File: src/verilog/cpu_pkg.sv
package cpu_pkg;

    // Widths and sizes
    localparam int XLEN            = 64;
    localparam int REG_ADDR_WIDTH  = 5;
    localparam int IMEM_ADDR_WIDTH = 10;    // Word index, 4 KB of program
    localparam int DMEM_ADDR_WIDTH = 10;    // Doubleword index
    localparam int DMEM_DEPTH      = 1024;  // 8 KB of data

    // --------------------
    // Opcodes
    localparam logic [6:0] OPCODE_RTYPE  = 7'b0110011;  // add, sub, and, or
    localparam logic [6:0] OPCODE_ITYPE  = 7'b0010011;  // addi only
    localparam logic [6:0] OPCODE_LOAD   = 7'b0000011;  // ld
    localparam logic [6:0] OPCODE_STORE  = 7'b0100011;  // sd
    localparam logic [6:0] OPCODE_BRANCH = 7'b1100011;  // beq

    // --------------------
    // ALU operation codes
    localparam logic [3:0] ALU_AND = 4'b0000;
    localparam logic [3:0] ALU_OR  = 4'b0001;
    localparam logic [3:0] ALU_ADD = 4'b0010;
    localparam logic [3:0] ALU_SUB = 4'b0110;

    // Forwarding selects
    localparam logic [1:0] FWD_NONE = 2'b00;    // Value read in decode
    localparam logic [1:0] FWD_MEM  = 2'b10;    // EX/MEM result
    localparam logic [1:0] FWD_WB   = 2'b01;    // Writeback value

    // --------------------
    // Vector types
    typedef logic [XLEN-1:0]            word_t;
    typedef logic [63:0]                pc_t;
    typedef logic [31:0]                inst_t;
    typedef logic [REG_ADDR_WIDTH-1:0]  reg_addr_t;
    typedef logic [IMEM_ADDR_WIDTH-1:0] imem_addr_t;
    typedef logic [3:0]                 alu_ctrl_t;
    typedef logic [1:0]                 alu_op_t;   // Bit 1 R-type, bit 0 branch
    typedef logic [1:0]                 fwd_sel_t;

endpackage

File: src/verilog/execute_stage.sv
`timescale 1ns/1ns

module execute_stage (
    input  logic               clk,
    input  logic               reset_b,
    // ID/EX register
    input  cpu_pkg::word_t     ex_rs1_data,
    input  cpu_pkg::word_t     ex_rs2_data,
    input  cpu_pkg::word_t     ex_imm,
    input  cpu_pkg::reg_addr_t ex_rs1,
    input  cpu_pkg::reg_addr_t ex_rs2,
    input  cpu_pkg::reg_addr_t ex_rd,
    input  logic [2:0]         ex_funct3,
    input  logic               ex_funct7_5,
    input  logic               ex_alu_src,
    input  logic               ex_mem_read,
    input  logic               ex_mem_write,
    input  logic               ex_reg_write,
    input  logic               ex_mem_to_reg,
    input  cpu_pkg::alu_op_t   ex_alu_op,
    // Writeback, for forwarding
    input  cpu_pkg::reg_addr_t wb_rd,
    input  logic               wb_write,
    input  cpu_pkg::word_t     wb_data,
    // EX/MEM register
    output cpu_pkg::word_t     mem_alu_result,
    output cpu_pkg::word_t     mem_store_data,
    output cpu_pkg::reg_addr_t mem_rd,
    output logic               mem_mem_read,
    output logic               mem_mem_write,
    output logic               mem_reg_write,
    output logic               mem_mem_to_reg
);
    import cpu_pkg::*;

    alu_ctrl_t alu_ctrl;
    fwd_sel_t  fwd_a, fwd_b;
    word_t     op_a, op_b;      // Forwarded register values
    word_t     alu_in2, alu_result;

    // Newest producer wins and x0 is never forwarded
    function automatic fwd_sel_t fwd_select(input reg_addr_t rs);
        if (mem_reg_write && mem_rd != '0 && mem_rd == rs) begin
            return FWD_MEM;
        end else if (wb_write && wb_rd != '0 && wb_rd == rs) begin
            return FWD_WB;
        end
        return FWD_NONE;
    endfunction

    // --------------------
    // ALU control
    always_comb begin
        if (ex_alu_op[1]) begin
            case (ex_funct3)
                3'b111:  alu_ctrl = ALU_AND;
                3'b110:  alu_ctrl = ALU_OR;
                default: alu_ctrl = ex_funct7_5 ? ALU_SUB : ALU_ADD;
            endcase
        end else begin
            alu_ctrl = ex_alu_op[0] ? ALU_SUB : ALU_ADD;    // addi, ld, sd add
        end
    end

    // --------------------
    // Forwarding
    always_comb begin
        fwd_a = fwd_select(ex_rs1);
        fwd_b = fwd_select(ex_rs2);
    end

    assign op_a = (fwd_a == FWD_MEM) ? mem_alu_result :
                  (fwd_a == FWD_WB)  ? wb_data : ex_rs1_data;
    assign op_b = (fwd_b == FWD_MEM) ? mem_alu_result :
                  (fwd_b == FWD_WB)  ? wb_data : ex_rs2_data;

    assign alu_in2 = ex_alu_src ? ex_imm : op_b;

    // ALU
    always_comb begin
        case (alu_ctrl)
            ALU_AND: alu_result = op_a & alu_in2;
            ALU_OR:  alu_result = op_a | alu_in2;
            ALU_SUB: alu_result = op_a - alu_in2;
            default: alu_result = op_a + alu_in2;
        endcase
    end

    // --------------------
    // EX/MEM register
    always_ff @(posedge clk or negedge reset_b) begin
        if (!reset_b) begin
            mem_alu_result <= '0;
            mem_store_data <= '0;
            mem_rd <= '0;
            mem_mem_read <= 1'b0;
            mem_mem_write <= 1'b0;
            mem_reg_write <= 1'b0;
            mem_mem_to_reg <= 1'b0;
        end else begin
            mem_alu_result <= alu_result;
            mem_store_data <= op_b;         // Store data from the forwarded rs2
            mem_rd <= ex_rd;
            mem_mem_read <= ex_mem_read;
            mem_mem_write <= ex_mem_write;
            mem_reg_write <= ex_reg_write;
            mem_mem_to_reg <= ex_mem_to_reg;
        end
    end

endmodule

File: config.mk
export PLATFORM = sky130hd
export DESIGN_NAME = execute_stage
export DESIGN_NICKNAME = d
export VERILOG_FILES = /design/src/verilog/cpu_pkg.sv /design/src/verilog/execute_stage.sv
export SDC_FILE = /design/constraint.sdc
export NUM_CORES = 1
export LEC_CHECK = 0
export BUFFER_PORTS_ARGS = -buffer_cell sky130_fd_sc_hd__buf_2
export CELL_PAD_IN_SITES_DETAIL_PLACEMENT = 1
export CELL_PAD_IN_SITES_GLOBAL_PLACEMENT = 1
export CORE_MARGIN = 5
export CORE_UTILIZATION = 41
export CTS_CLUSTER_DIAMETER = 50
export DETAILED_ROUTE_END_ITERATION = 10
export PLACE_DENSITY_LB_ADDON = 0.1
export SYNTH_ARGS = -nofsm -noshare
export SYNTH_HDL_FRONTEND = slang
export SYNTH_SLANG_ARGS = --single-unit
File: constraint.sdc
create_clock -name clk -period 12.82 [get_ports clk]
set_input_delay 0.641 -clock clk [delete_from_list [all_inputs] [get_ports clk]]
set_output_delay 0.641 -clock clk [all_outputs]
set_load 0.01 [all_outputs]
==> results of run 1 <==
==> power by group through the flow <==
stage / Clock, W / Combinational, W / Sequential, W
floorplan: 0 / 0.000632 / 0.000683
global placement: 0 / 0.00108 / 0.000661
detailed placement: 0 / 0.00109 / 0.000664
CTS: 0.000479 / 0.00110 / 0.000658
global route: 0.000498 / 0.00120 / 0.000670
finish: 0.000476 / 0.00111 / 0.000658
==> kinds of logic (layout without fill, tap and decap cells) <==
kind of cell / after synthesis / after routing / share of synthesized area
compound gates: 548 / 548 / 0.253
xor+xnor: 140 / 140 / 0.0874
buf+inv: 176 / 543 / 0.0524
flops: 137 / 137 / 0.244
simple gates: 527 / 527 / 0.179
other cells: 0 / 1 / 0
fa+ha+maj: 119 / 119 / 0.0973
mux: 119 / 119 / 0.0865
==> placed cells by master (no fill, tap or decap), drive strengths merged, types with 4 or more instances in the layout <==
cell	n
o21a	47
and4	4
xor2	63
nor3	54
clkbuf	22
ha	66
o21bai	12
nand3	60
nand2b	6
and3	12
or2	12
or3	9
mux2	15
dfrtp	137
o211ai	6
a21oi	139
nor2b	9
clkinv	7
maj3	52
a31oi	67
o31a	4
a2111oi	10
nor4	7
a211oi	5
inv	65
a311oi	20
o21ai	140
nand4	16
buf	447
a21boi	4
a21o	50
and2	21
or4	4
xnor2	77
nor2	116
o31ai	12
mux2i	104
nand2	191
==> metal layers <==
layer	up-vias	routed length, um
li1	7107	-
met1	7616	27600
met2	574	30800
met3	88	4050
met4	4	1450
met5	-	18
==> layout make-up <==
class	count	area (um^2)
Antenna cell	1	2.50
Fill cell	4291	16700
Clock buffer	22	474
Multi-Input combinational cell	1453	9920
Inverter	66	248
Timing Repair Buffer	447	2300
Tap cell	448	561
Sequential cell	137	3430
Clock inverter	8	48.8
==> final timing paths <==
| path | start | endpoint | cells past startpoint |
|---|---|---|---|
| setup / recovery | mem_rd[0]$_DFF_PN0_ | mem_alu_result[48]$_DFF_PN0_ | 24 |
| hold / removal | reset_b | mem_rd[4]$_DFF_PN0_ | 1 |
| setup reg to reg | mem_rd[0]$_DFF_PN0_ | mem_alu_result[48]$_DFF_PN0_ | 24 |
| hold reg to reg | mem_alu_result[44]$_DFF_PN0_ | mem_store_data[44]$_DFF_PN0_ | 2 |
| max in group asynchronous | reset_b | mem_alu_result[8]$_DFF_PN0_ | 2 |
| min in group clk | ex_mem_read | mem_mem_read$_DFF_PN0_ | 1 |
==> per-stage QoR <==
stage / power [W] / cells
after floorplan: 0.00132 / 1766
after global placement: 0.00174 / 2551
after detailed placement: 0.00176 / 2551
after CTS: 0.00224 / 2581
after global routing: 0.00237 / 2582
final: 0.00224 / 2582
==> results.txt, run 1 <==
----------------------------------------------------
[Status]
  Outcome ... completed

[Finish]
  Signed area change from the synthesized netlist to the final layout ... 21.0%
  Final #Nets ... 2479
  Utilization of the core after routing ... 0.504
  Largest registers ranked by flip-flop count ... mem_alu_result: 64 flops, mem_store_data: 64 flops, mem_rd: 5 flops
  Share of post-route cells with drive strength above 1 ... 0.256
  Post-route design area ... 0.0170 mm^2

[STA]
  Worst slew margin relative to its limit ... 0.375
  Final critical-path share of the clock period ... 0.660
  Slew Viols, Final ... 0
  Clock skew ... 0.00948 ns
  TNS Setup ... 0 ns
  Min cycle time layout ... 8.45 ns
  Final worst-path setup slack ... 4.37 ns
  Total count of hold-check failures in the final report ... 0
  Worst hold margin ... 0.237 ns
  Unrepaired setup endpoints after global routing ... false
  Fmax ... 118 MHz
  Final setup fails ... 0
  Slew at the pin closest to its max-slew limit ... 0.938 ns

[Worst setup path]
  Req. time, crit path ... 13.16 ns
  R2R setup slack ... 4.37 ns
  Sort of element at the start of the critical path ... flip-flop
  Peak per-stage delay on the critical path ... 0.76 ns
  Slowest stage cell, crit path ... sky130_fd_sc_hd__a311oi_1
  Buf+Inv Stages, Crit Path ... 1
  Critical path class ... flip-flop to flip-flop
  Crit. End Element ... flip-flop
  Critical path cell sequence ... or4_1, o211ai_4, buf_4, or2_4, a31oi_1, mux2i_1, and2_1, and4_1, and3_1, a21oi_1, xor2_1, ha_1, and3_1, a221o_1, a21oi_1, o21ai_0, a311oi_1, o21ai_0, a221o_1, a221o_1, nand2b_1, a21oi_1, xor2_1, mux2_2
  Maximum fanout along the worst path ... 56
  CP Data Arrival Time ... 8.80 ns
  Family with the most delay on the worst path ... compound AO/OA/AOI/OAI gates

[Die]
  Row count ... 67
  Die area ... 0.0380 mm^2
  Die extent in y ... 195 um
  Effective utilization at floorplan ... 0.417
  Horizontal extent of the die ... 195 um
  Core Region ... 0.0337 mm^2
  Number of top-level design ports ... 427

[Placed design]
  Buffers on Ports ... 426
  Post-placement worst setup slack ... 4.44 ns
  DP Area ... 0.0165 mm^2
  HPWL after DPL ... 49.3 mm
  Final weighted congestion in routability-driven placement ... 0.952

[Global route]
  Maximum number of pins on one net before global-route repair ... 83
  Met3 Usage GRT ... 0.0608
  Initial antenna violation count ... 3
  Wire length of the first global-routing pass ... 97.2 mm
  Met2 demand-to-capacity share in global routing ... 0.550
  Total global routing track utilization ... 0.322
  GR Overflow Total ... 0
  Met1 routing resource usage after global routing ... 0.421
  Via count of the first global-routing pass ... 16200
  Layer carrying the most global-route usage ... met2

[Run]
  Number of max-cap violations ... 0

[Clock tree]
  Clk sink count ... 137
  Later-pin clock latency in the skew report ... 0.45 ns
  Count of instances resized after the clock tree is built ... 0
  Post-CTS Setup Repair Bufs ... 0
  Hold-fix buffers at CTS ... 0
  Register clock-pin slew on the reported worst setup and hold paths ... 0.07 ns
  Root buffer cell ... sky130_fd_sc_hd__clkbuf_16
  Buffer levels on the longest clock path ... 2
  Clock buffers created by TritonCTS ... 17
  Clock tree from TritonCTS ... built
  CTS H-Tree Depth ... 4

[Route]
  Final routed wire length divided by cell count ... 24.7 um
  Residual antenna-violating net count after detailed routing ... 0
  Total via count after detailed routing ... 15400
  Aggregate routed wire length ... 63.8 mm
  Average via count per standard cell ... 5.96
  Count of unresolved DRC violations after routing ... 0
  Number of iterations in the first detailed-routing pass ... 5
  Initial drt markers ... 842

[Synth]
  Post-synthesis register bit count ... 137
  Post-synth top flop ... sky130_fd_sc_hd__dfrtp_1
  Count of flip-flops with a built-in enable after synthesis ... 0
  Synth top cells by count ... sky130_fd_sc_hd__nand2_1, sky130_fd_sc_hd__a21oi_1, sky130_fd_sc_hd__dfrtp_1
  Part of the Yosys area used for sequential elements ... 0.244
  Post-Synthesis Cells ... 1766
  Synth cell types ... 82
  Yosys synthesis warning count ... 0
  Cell types with the largest area share after synthesis ... sky130_fd_sc_hd__dfrtp_1, sky130_fd_sc_hd__mux2i_1, sky130_fd_sc_hd__ha_1
  Most used standard cell by instance count after synthesis ... sky130_fd_sc_hd__nand2_1
  Yosys top cell area share ... 0.244
  Avg Cell Area, Syn ... 7.95 um^2
  Syn nets ... 2123
  Cell area after synthesis ... 0.0140 mm^2
  Post-synth ARST share ... 1.00
  Top cell type by total area after synthesis ... sky130_fd_sc_hd__dfrtp_1

[Pwr]
  Maximum vdd ir drop ... 0.111 mV
  Power density normalized to cell area ... 132 mW/mm^2
  Leakage dissipation ... 7.58 nW
  Fraction of power spent switching nets ... 0.444
  Net switching power of the design ... 0.000996 W
  Proportion of power drawn by combinational gates ... 0.494
  Clk network pwr share ... 0.212
  Internal Pwr Total ... 0.00125 W
  Sequential group share of total power ... 0.294

[Worst hold path]
  Class of the most critical hold timing path ... input pin to async pin

----------------------------------------------------
Power figures use the tool's default switching activity.
==> run 2, diff against run 1 <==
--- a/config.mk
+++ b/config.mk
@@ -9,7 +9,7 @@
 export CELL_PAD_IN_SITES_DETAIL_PLACEMENT = 1
 export CELL_PAD_IN_SITES_GLOBAL_PLACEMENT = 1
 export CORE_MARGIN = 5
-export CORE_UTILIZATION = 41
+export CORE_UTILIZATION = 35
 export CTS_CLUSTER_DIAMETER = 50
 export DETAILED_ROUTE_END_ITERATION = 10
 export PLACE_DENSITY_LB_ADDON = 0.1
==> constraint.sdc (replaced) <==
create_clock -name clk -period 7.5 [get_ports clk]
set_input_delay 0.375 -clock clk [delete_from_list [all_inputs] [get_ports clk]]
set_output_delay 0.375 -clock clk [all_outputs]
set_load 0.01 [all_outputs]
==> run 2 against run 1 <==
- die area is 16% higher
- power rose by 77%
- clock power up 89%
- register-to-register slack lost 4.0 ns
- largest power group unchanged
==> results.txt, run 2 (synthesized netlist as in run 1, its figures left out) <==
----------------------------------------------------
[Route]
  Highest Signal Layer ... met5
  Routed length on met2 ... 33.1 mm (+7.6%)
  Initial drt markers ... 747 (-11%)
  Wire length on met3 ... 3.60 mm (-11%)
  Residual antenna-violating net count after detailed routing ... 0 (unchanged)
  Total via count after detailed routing ... 15400 (+0.078%)
  Count of unresolved DRC violations after routing ... 0 (unchanged)
  Aggregate routed wire length ... 68.7 mm (+7.6%)
  Average via count per standard cell ... 5.71 (-4.2%)
  Final routed wire length divided by cell count ... 25.5 um (+3.0%)
  Number of iterations in the first detailed-routing pass ... 5 (unchanged)
  Total routed wire length on the met1 layer ... 30.3 mm (+10%)

[Worst setup path]
  Sort of element at the start of the critical path ... flip-flop
  Maximum fanout along the worst path ... 15 (-73%)
  CP Data Arrival Time ... 7.49 ns (-1.31 ns)
  Family with the most delay on the worst path ... compound AO/OA/AOI/OAI gates
  Critical path class ... flip-flop to flip-flop
  Slowest stage cell, crit path ... sky130_fd_sc_hd__or4_1
  Crit. End Element ... flip-flop
  Beginning of the worst register-to-register path ... mem_rd[0]$_DFF_PN0_
  Total stage count of the critical path ... 25 (+4.2%)
  Number of cells on the worst reg-to-reg path ... 25 (+4.2%)
  R2R setup slack ... 0.38 ns (-3.99 ns)
  Peak per-stage delay on the critical path ... 0.61 ns (-0.15 ns)
  End of the worst register-to-register path ... mem_alu_result[63]$_DFF_PN0_
  Req. time, crit path ... 7.87 ns (-5.29 ns)
  Buf+Inv Stages, Crit Path ... 2 (+1)

[Finish]
  Layout fillers ... 4980 (+16%)
  Utilization of the core after routing ... 0.440 (-0.0642)
  Multi-input gate area in the final layout ... 0.00996 mm^2 (+0.40%)
  Signed area change from the synthesized netlist to the final layout ... 24.5%
  Share of post-route cells with drive strength above 1 ... 0.270 (+0.0147)
  Final #Nets ... 2516 (+1.5%)
  Most used cells in the layout excluding fill and tap cells ... sky130_fd_sc_hd__buf_2, sky130_fd_sc_hd__nand2_1, sky130_fd_sc_hd__a21oi_1, sky130_fd_sc_hd__dfrtp_1, sky130_fd_sc_hd__o21ai_0
  Largest registers ranked by flip-flop count ... mem_alu_result: 64 flops, mem_store_data: 64 flops, mem_rd: 5 flops
  Most common library cell in the layout ignoring fill and taps ... sky130_fd_sc_hd__buf_2
  Area taken by flip-flops and latches ... 0.00343 mm^2 (unchanged)

[Die]
  Die extent in y ... 210 um (+7.8%)
  Core Region ... 0.0397 mm^2 (+18%)
  Horizontal extent of the die ... 210 um (+7.8%)
  Effective utilization at floorplan ... 0.353 (-0.0632)
  Row count ... 73 (+9.0%)
  Die area ... 0.0442 mm^2 (+16%)
  Number of top-level design ports ... 427 (unchanged)

[Global route]
  Via count of the first global-routing pass ... 16400 (+0.74%)
  GR Overflow Total ... 0 (unchanged)
  Maximum number of pins on one net before global-route repair ... 88 (+6.0%)
  Initial antenna violation count ... 6 (+3)
  Wire length of the first global-routing pass ... 102 mm (+4.6%)
  Total global routing track utilization ... 0.297 (-0.0250)

[STA]
  Final setup fails ... 0 (unchanged)
  Total count of hold-check failures in the final report ... 0 (unchanged)
  Slew at the pin closest to its max-slew limit ... 1.10 ns (+0.161 ns)
  Fmax ... 140 MHz (+19%)
  Final critical-path share of the clock period ... 0.949 (+0.290)
  Clock skew ... 0.0173 ns (+0.00783 ns)
  Slew Viols, Final ... 0 (unchanged)
  Worst slew margin relative to its limit ... 0.262 (-0.113)
  Min cycle time layout ... 7.12 ns (-1.33 ns)

[Pwr]
  Leakage dissipation ... 7.78 nW (+2.7%)
  Power density normalized to cell area ... 228 mW/mm^2 (+72%)
  Maximum vdd ir drop ... 0.176 mV (+58%)
  Post-layout power ... 0.00398 W (+77%)

[Clock tree]
  Buffer levels on the longest clock path ... 2 (unchanged)
  Clk sink count ... 137 (unchanged)
  Register clock-pin slew on the reported worst setup and hold paths ... 0.06 ns (about the same)
  Clock buffers created by TritonCTS ... 17 (unchanged)
  Root buffer cell ... sky130_fd_sc_hd__clkbuf_16
  Clock tree from TritonCTS ... built
  Later-pin clock latency in the skew report ... 0.47 ns (+0.02 ns)
  CTS H-Tree Depth ... 4 (unchanged)

[Placed design]
  Final weighted congestion in routability-driven placement ... 0.954 (+0.13%)
  Buffers on Ports ... 426 (unchanged)
  HPWL after DPL ... 54.5 mm (+11%)

[Worst hold path]
  Class of the most critical hold timing path ... input pin to async pin

[Run]
  Number of max-cap violations ... 0 (unchanged)

[Status]
  Outcome ... completed

----------------------------------------------------
run 2: cell count changes in the layout (fill, tap and decap cells not counted), moves of 2 or more:
| cell | delta |
|---|---|
| sky130_fd_sc_hd__buf_12 | +2 |
| sky130_fd_sc_hd__clkinv_2 | -3 |
| sky130_fd_sc_hd__bufinv_16 | +2 |
| sky130_fd_sc_hd__clkbuf_8 | -2 |
| sky130_fd_sc_hd__clkinvlp_4 | +3 |
| sky130_fd_sc_hd__inv_6 | +3 |
| sky130_fd_sc_hd__buf_4 | +32 |
run 2: worst max path at each step:
stage	to	slack, ns	start
3_3_place_gp	mem_alu_result[60]$_DFF_PN0_	0.12	wb_rd[1]
5_1_grt	mem_alu_result[60]$_DFF_PN0_	-0.004	mem_rd[0]$_DFF_PN0_
6_report	mem_alu_result[63]$_DFF_PN0_	0.38	mem_rd[0]$_DFF_PN0_
2_1_floorplan	mem_alu_result[48]$_DFF_PN0_	1.40	mem_rd[0]$_DFF_PN0_
3_5_place_dp	mem_alu_result[60]$_DFF_PN0_	0.06	wb_rd[1]
4_1_cts	mem_alu_result[60]$_DFF_PN0_	0.04	mem_rd[0]$_DFF_PN0_
run 2: timing repair:
| action | in CTS | in global routing |
|---|---|---|
| gates resized for setup | 0 | 7 |
| hold endpoints to repair | 1 | 0 |
| buffers inserted | 0 | 7 |
| hold buffers | 1 | 0 |
| setup endpoints to repair | 0 | 9 |
run 2: metal layers:
layer	GRT usage	vias to the layer above
met5	0	-
met4	0.0774	10
met3	0.0521	96
met2	0.513	475
met1	0.387	7650
li1	-	7170
run 2: per-stage QoR:
step | cell area (um^2) | worst slack, ns | instances | setup TNS (ns) | hold slack, ns
after floorplan | 14000 | 1.40 | 1766 | 0 | 0.0794
after global placement | 16800 | 0.124 | 2655 | 0 | 0.486
after detailed placement | 16800 | 0.0641 | 2655 | 0 | 0.485
after CTS | 17400 | 0.0365 | 2688 | 0 | 0.000242
after global routing | 17500 | -0.00382 | 2697 | -0.00382 | 0.00806
final | 17500 | 0.379 | 2698 | 0 | 0.00782
run 2: final cells by class:
cell class,instances,area share
timing repair buffer,482,0.148
clock buffer,19,0.0254
tap,525,0.0376
clock inverter,13,0.00816
sequential,137,0.196
multi-input combinational,1455,0.570
antenna,1,0.000143
inverter,66,0.0142
run 2: power breakdown:
group | internal [W] | switching (W)
clock network | 0.000501 | 0.000399
logic | 0.000772 | 0.00117
registers | 0.000934 | 0.000196
==> run 3, diff against run 2 <==
--- a/config.mk
+++ b/config.mk
@@ -6,12 +6,13 @@
 export NUM_CORES = 1
 export LEC_CHECK = 0
 export BUFFER_PORTS_ARGS = -buffer_cell sky130_fd_sc_hd__buf_2
-export CELL_PAD_IN_SITES_DETAIL_PLACEMENT = 1
+export CELL_PAD_IN_SITES_DETAIL_PLACEMENT = 0
 export CELL_PAD_IN_SITES_GLOBAL_PLACEMENT = 1
 export CORE_MARGIN = 5
 export CORE_UTILIZATION = 35
 export CTS_CLUSTER_DIAMETER = 50
 export DETAILED_ROUTE_END_ITERATION = 10
+export GPL_TIMING_DRIVEN = 0
 export PLACE_DENSITY_LB_ADDON = 0.1
 export SYNTH_ARGS = -nofsm -noshare
 export SYNTH_HDL_FRONTEND = slang
==> run 3 against run 2 <==
- critical path depth shrank 1
- combinational power is 3% higher
- sequential share of layout area down 0.41 points
- critical path type unchanged
- critical endpoint is now mem_alu_result[60]$_DFF_PN0_
==> results.txt, run 3 (synthesized netlist as in run 1, its figures left out) <==
----------------------------------------------------
[Status]
  Outcome ... completed

[Die]
  Horizontal extent of the die ... 210 um (unchanged)
  Number of top-level design ports ... 427 (unchanged)
  Row count ... 73 (unchanged)
  Die extent in y ... 210 um (unchanged)
  Effective utilization at floorplan ... 0.353 (unchanged)
  Core Region ... 0.0397 mm^2 (unchanged)
  Die area ... 0.0442 mm^2 (unchanged)

[STA]
  Final setup fails ... 0 (unchanged)
  Fmax ... 136 MHz (-3.3%)
  Slew at the pin closest to its max-slew limit ... 1.48 ns (+0.381 ns)
  Total count of hold-check failures in the final report ... 0 (unchanged)
  Worst slew margin relative to its limit ... 0.0135 (-0.248)
  TNS Setup ... 0 ns (unchanged)
  Clock skew ... 0.0126 ns (-0.00471 ns)
  Slew Viols, Final ... 0 (unchanged)
  Min cycle time layout ... 7.37 ns (+0.246 ns)
  Final critical-path share of the clock period ... 0.982 (+0.0328)
  Worst hold margin ... 0.0145 ns (+0.00671 ns)

[Finish]
  Largest registers ranked by flip-flop count ... mem_alu_result: 64 flops, mem_store_data: 64 flops, mem_rd: 5 flops
  Final #Nets ... 2582 (+2.6%)
  Most common library cell in the layout ignoring fill and taps ... sky130_fd_sc_hd__buf_2
  Most used cells in the layout excluding fill and tap cells ... sky130_fd_sc_hd__buf_2, sky130_fd_sc_hd__nand2_1, sky130_fd_sc_hd__a21oi_1, sky130_fd_sc_hd__dfrtp_1, sky130_fd_sc_hd__o21ai_0
  Post-route design area ... 0.0178 mm^2 (+2.1%)
  Share of post-route cells with drive strength above 1 ... 0.267 (-0.00350)
  Signed area change from the synthesized netlist to the final layout ... 27.1%

[Route]
  Initial drt markers ... 1566 (+110%)
  Residual antenna-violating net count after detailed routing ... 0 (unchanged)
  Total via count after detailed routing ... 16400 (+6.3%)
  Average via count per standard cell ... 5.92 (+3.6%)
  Aggregate routed wire length ... 82.8 mm (+20%)
  Number of iterations in the first detailed-routing pass ... 5 (unchanged)
  Count of unresolved DRC violations after routing ... 0 (unchanged)
  Final routed wire length divided by cell count ... 29.9 um (+18%)

[Placed design]
  HPWL after DPL ... 63.5 mm (+16%)
  DP Area ... 0.0169 mm^2 (+0.46%)
  Buffers on Ports ... 424 (-0.47%)
  Final weighted congestion in routability-driven placement ... 0.985 (+3.3%)

[Clock tree]
  Clk sink count ... 137 (unchanged)
  Register clock-pin slew on the reported worst setup and hold paths ... 0.07 ns (about the same)
  CTS H-Tree Depth ... 4 (unchanged)
  Clock tree from TritonCTS ... built
  Buffer levels on the longest clock path ... 2 (unchanged)
  Clock buffers created by TritonCTS ... 17 (unchanged)
  Root buffer cell ... sky130_fd_sc_hd__clkbuf_16
  Later-pin clock latency in the skew report ... 0.47 ns (about the same)

[Worst setup path]
  Maximum fanout along the worst path ... 10 (-5)
  Crit. End Element ... flip-flop
  Req. time, crit path ... 7.87 ns (about the same)
  CP Data Arrival Time ... 7.73 ns (+0.24 ns)
  Number of cells on the worst reg-to-reg path ... 24 (-4.0%)
  Beginning of the worst register-to-register path ... mem_rd[0]$_DFF_PN0_
  Sort of element at the start of the critical path ... flip-flop
  Critical path class ... flip-flop to flip-flop
  End of the worst register-to-register path ... mem_alu_result[60]$_DFF_PN0_
  R2R setup slack ... 0.13 ns (-0.25 ns)

[Pwr]
  Leakage dissipation ... 7.88 nW (+1.2%)
  Power density normalized to cell area ... 231 mW/mm^2 (+1.5%)
  Maximum vdd ir drop ... 0.158 mV (-9.8%)

[Global route]
  Initial antenna violation count ... 5 (-1)
  Wire length of the first global-routing pass ... 116 mm (+14%)
  Total global routing track utilization ... 0.359 (+0.0611)
  Via count of the first global-routing pass ... 16200 (-1.0%)
  Maximum number of pins on one net before global-route repair ... 90 (+2.3%)
  GR Overflow Total ... 0 (unchanged)

[Run]
  Number of max-cap violations ... 0 (unchanged)

[Worst hold path]
  Hold Path Depth ... 1
  Class of the most critical hold timing path ... input pin to flip-flop
  End of the worst hold path ... mem_mem_write$_DFF_PN0_
  Beginning of the worst hold path ... ex_mem_write

----------------------------------------------------
run 3: final cells by class:
cell class | count | area [um^2]
well taps | 525 | 657
diodes | 3 | 7.51
fillers | 4152 | 21900
multi-input cells | 1453 | 10100
plain buffers | 109 | 519
clock inverters | 11 | 169
inverters | 66 | 248
repair buffers | 441 | 2290
clock buffers | 21 | 470
flip-flops and latches | 137 | 3430
run 3: worst max-delay path by stage:
stage,start,to,slack (ns),depth (start not counted)
after global routing,mem_rd[1]$_DFF_PN0_,mem_alu_result[60]$_DFF_PN0_,-0.005,28
after CTS,mem_rd[0]$_DFF_PN0_,mem_alu_result[55]$_DFF_PN0_,0.004,25
after global placement,wb_rd[1],mem_alu_result[63]$_DFF_PN0_,-1.45,27
final,mem_rd[0]$_DFF_PN0_,mem_alu_result[60]$_DFF_PN0_,0.13,24
after detailed placement,wb_rd[1],mem_alu_result[48]$_DFF_PN0_,-1.48,26
after floorplan,mem_rd[0]$_DFF_PN0_,mem_alu_result[48]$_DFF_PN0_,1.40,25
run 3: worst max-delay path, cell delays in order, from the launching register on:
cell	delay, ns
sky130_fd_sc_hd__dfrtp_1	0.45
sky130_fd_sc_hd__or4_1	0.61
sky130_fd_sc_hd__o211ai_4	0.27
sky130_fd_sc_hd__or2_1	0.16
sky130_fd_sc_hd__buf_6	0.16
sky130_fd_sc_hd__buf_6	0.25
sky130_fd_sc_hd__buf_6	0.24
sky130_fd_sc_hd__a31oi_1	0.20
sky130_fd_sc_hd__mux2i_2	0.36
sky130_fd_sc_hd__nand4_2	0.23
sky130_fd_sc_hd__nor4_4	0.40
sky130_fd_sc_hd__nand4_4	0.28
sky130_fd_sc_hd__o31ai_1	0.79
sky130_fd_sc_hd__xnor2_1	0.20
sky130_fd_sc_hd__ha_1	0.25
sky130_fd_sc_hd__clkbuf_1	0.19
sky130_fd_sc_hd__a21o_1	0.20
sky130_fd_sc_hd__a21o_1	0.18
sky130_fd_sc_hd__a21o_1	0.22
sky130_fd_sc_hd__a221oi_2	0.32
sky130_fd_sc_hd__a21bo_2	0.26
sky130_fd_sc_hd__o211ai_1	0.21
sky130_fd_sc_hd__a2111oi_1	0.45
sky130_fd_sc_hd__a31oi_1	0.08
sky130_fd_sc_hd__a31o_2	0.26
run 3: timing repair:
| item | CTS | global route |
|---|---|---|
| buffers inserted | 1 | 11 |
| cloned | 0 | 0 |
| resized for setup | 31 | 42 |
| setup endpoints to repair | 26 | 14 |
| hold buffers | 4 | 0 |
| endpoints found under the hold margin | 51 | 0 |
| pin swaps | 1 | 10 |
run 3: report_power, final:
group | total, W | switching (W) | internal, W
clock network | 0.000986 | 0.000403 | 0.000583
logic | 0.00200 | 0.00122 | 0.000783
registers | 0.00113 | 0.000201 | 0.000934
total | 0.00412 | 0.00182 | 0.00230
run 3: stage by stage:
step           std cells  power [W]   util  worst slack (ns)
6_report            2766    0.00412  0.449             0.134
5_1_grt             2763    0.00431  0.449          -0.00460
4_1_cts             2752    0.00406  0.444           0.00434
3_5_place_dp        2716    0.00305  0.424             -1.48
3_3_place_gp        2715    0.00306  0.423             -1.45
2_1_floorplan       1766    0.00225      -              1.40
run 3: per-layer routing:
metal,track usage,share of wire,routed length (um)
met5,0,0.00033,27
met4,0.115,0.035,2860
met3,0.0912,0.093,7720
met2,0.581,0.45,37600
met1,0.470,0.42,34500
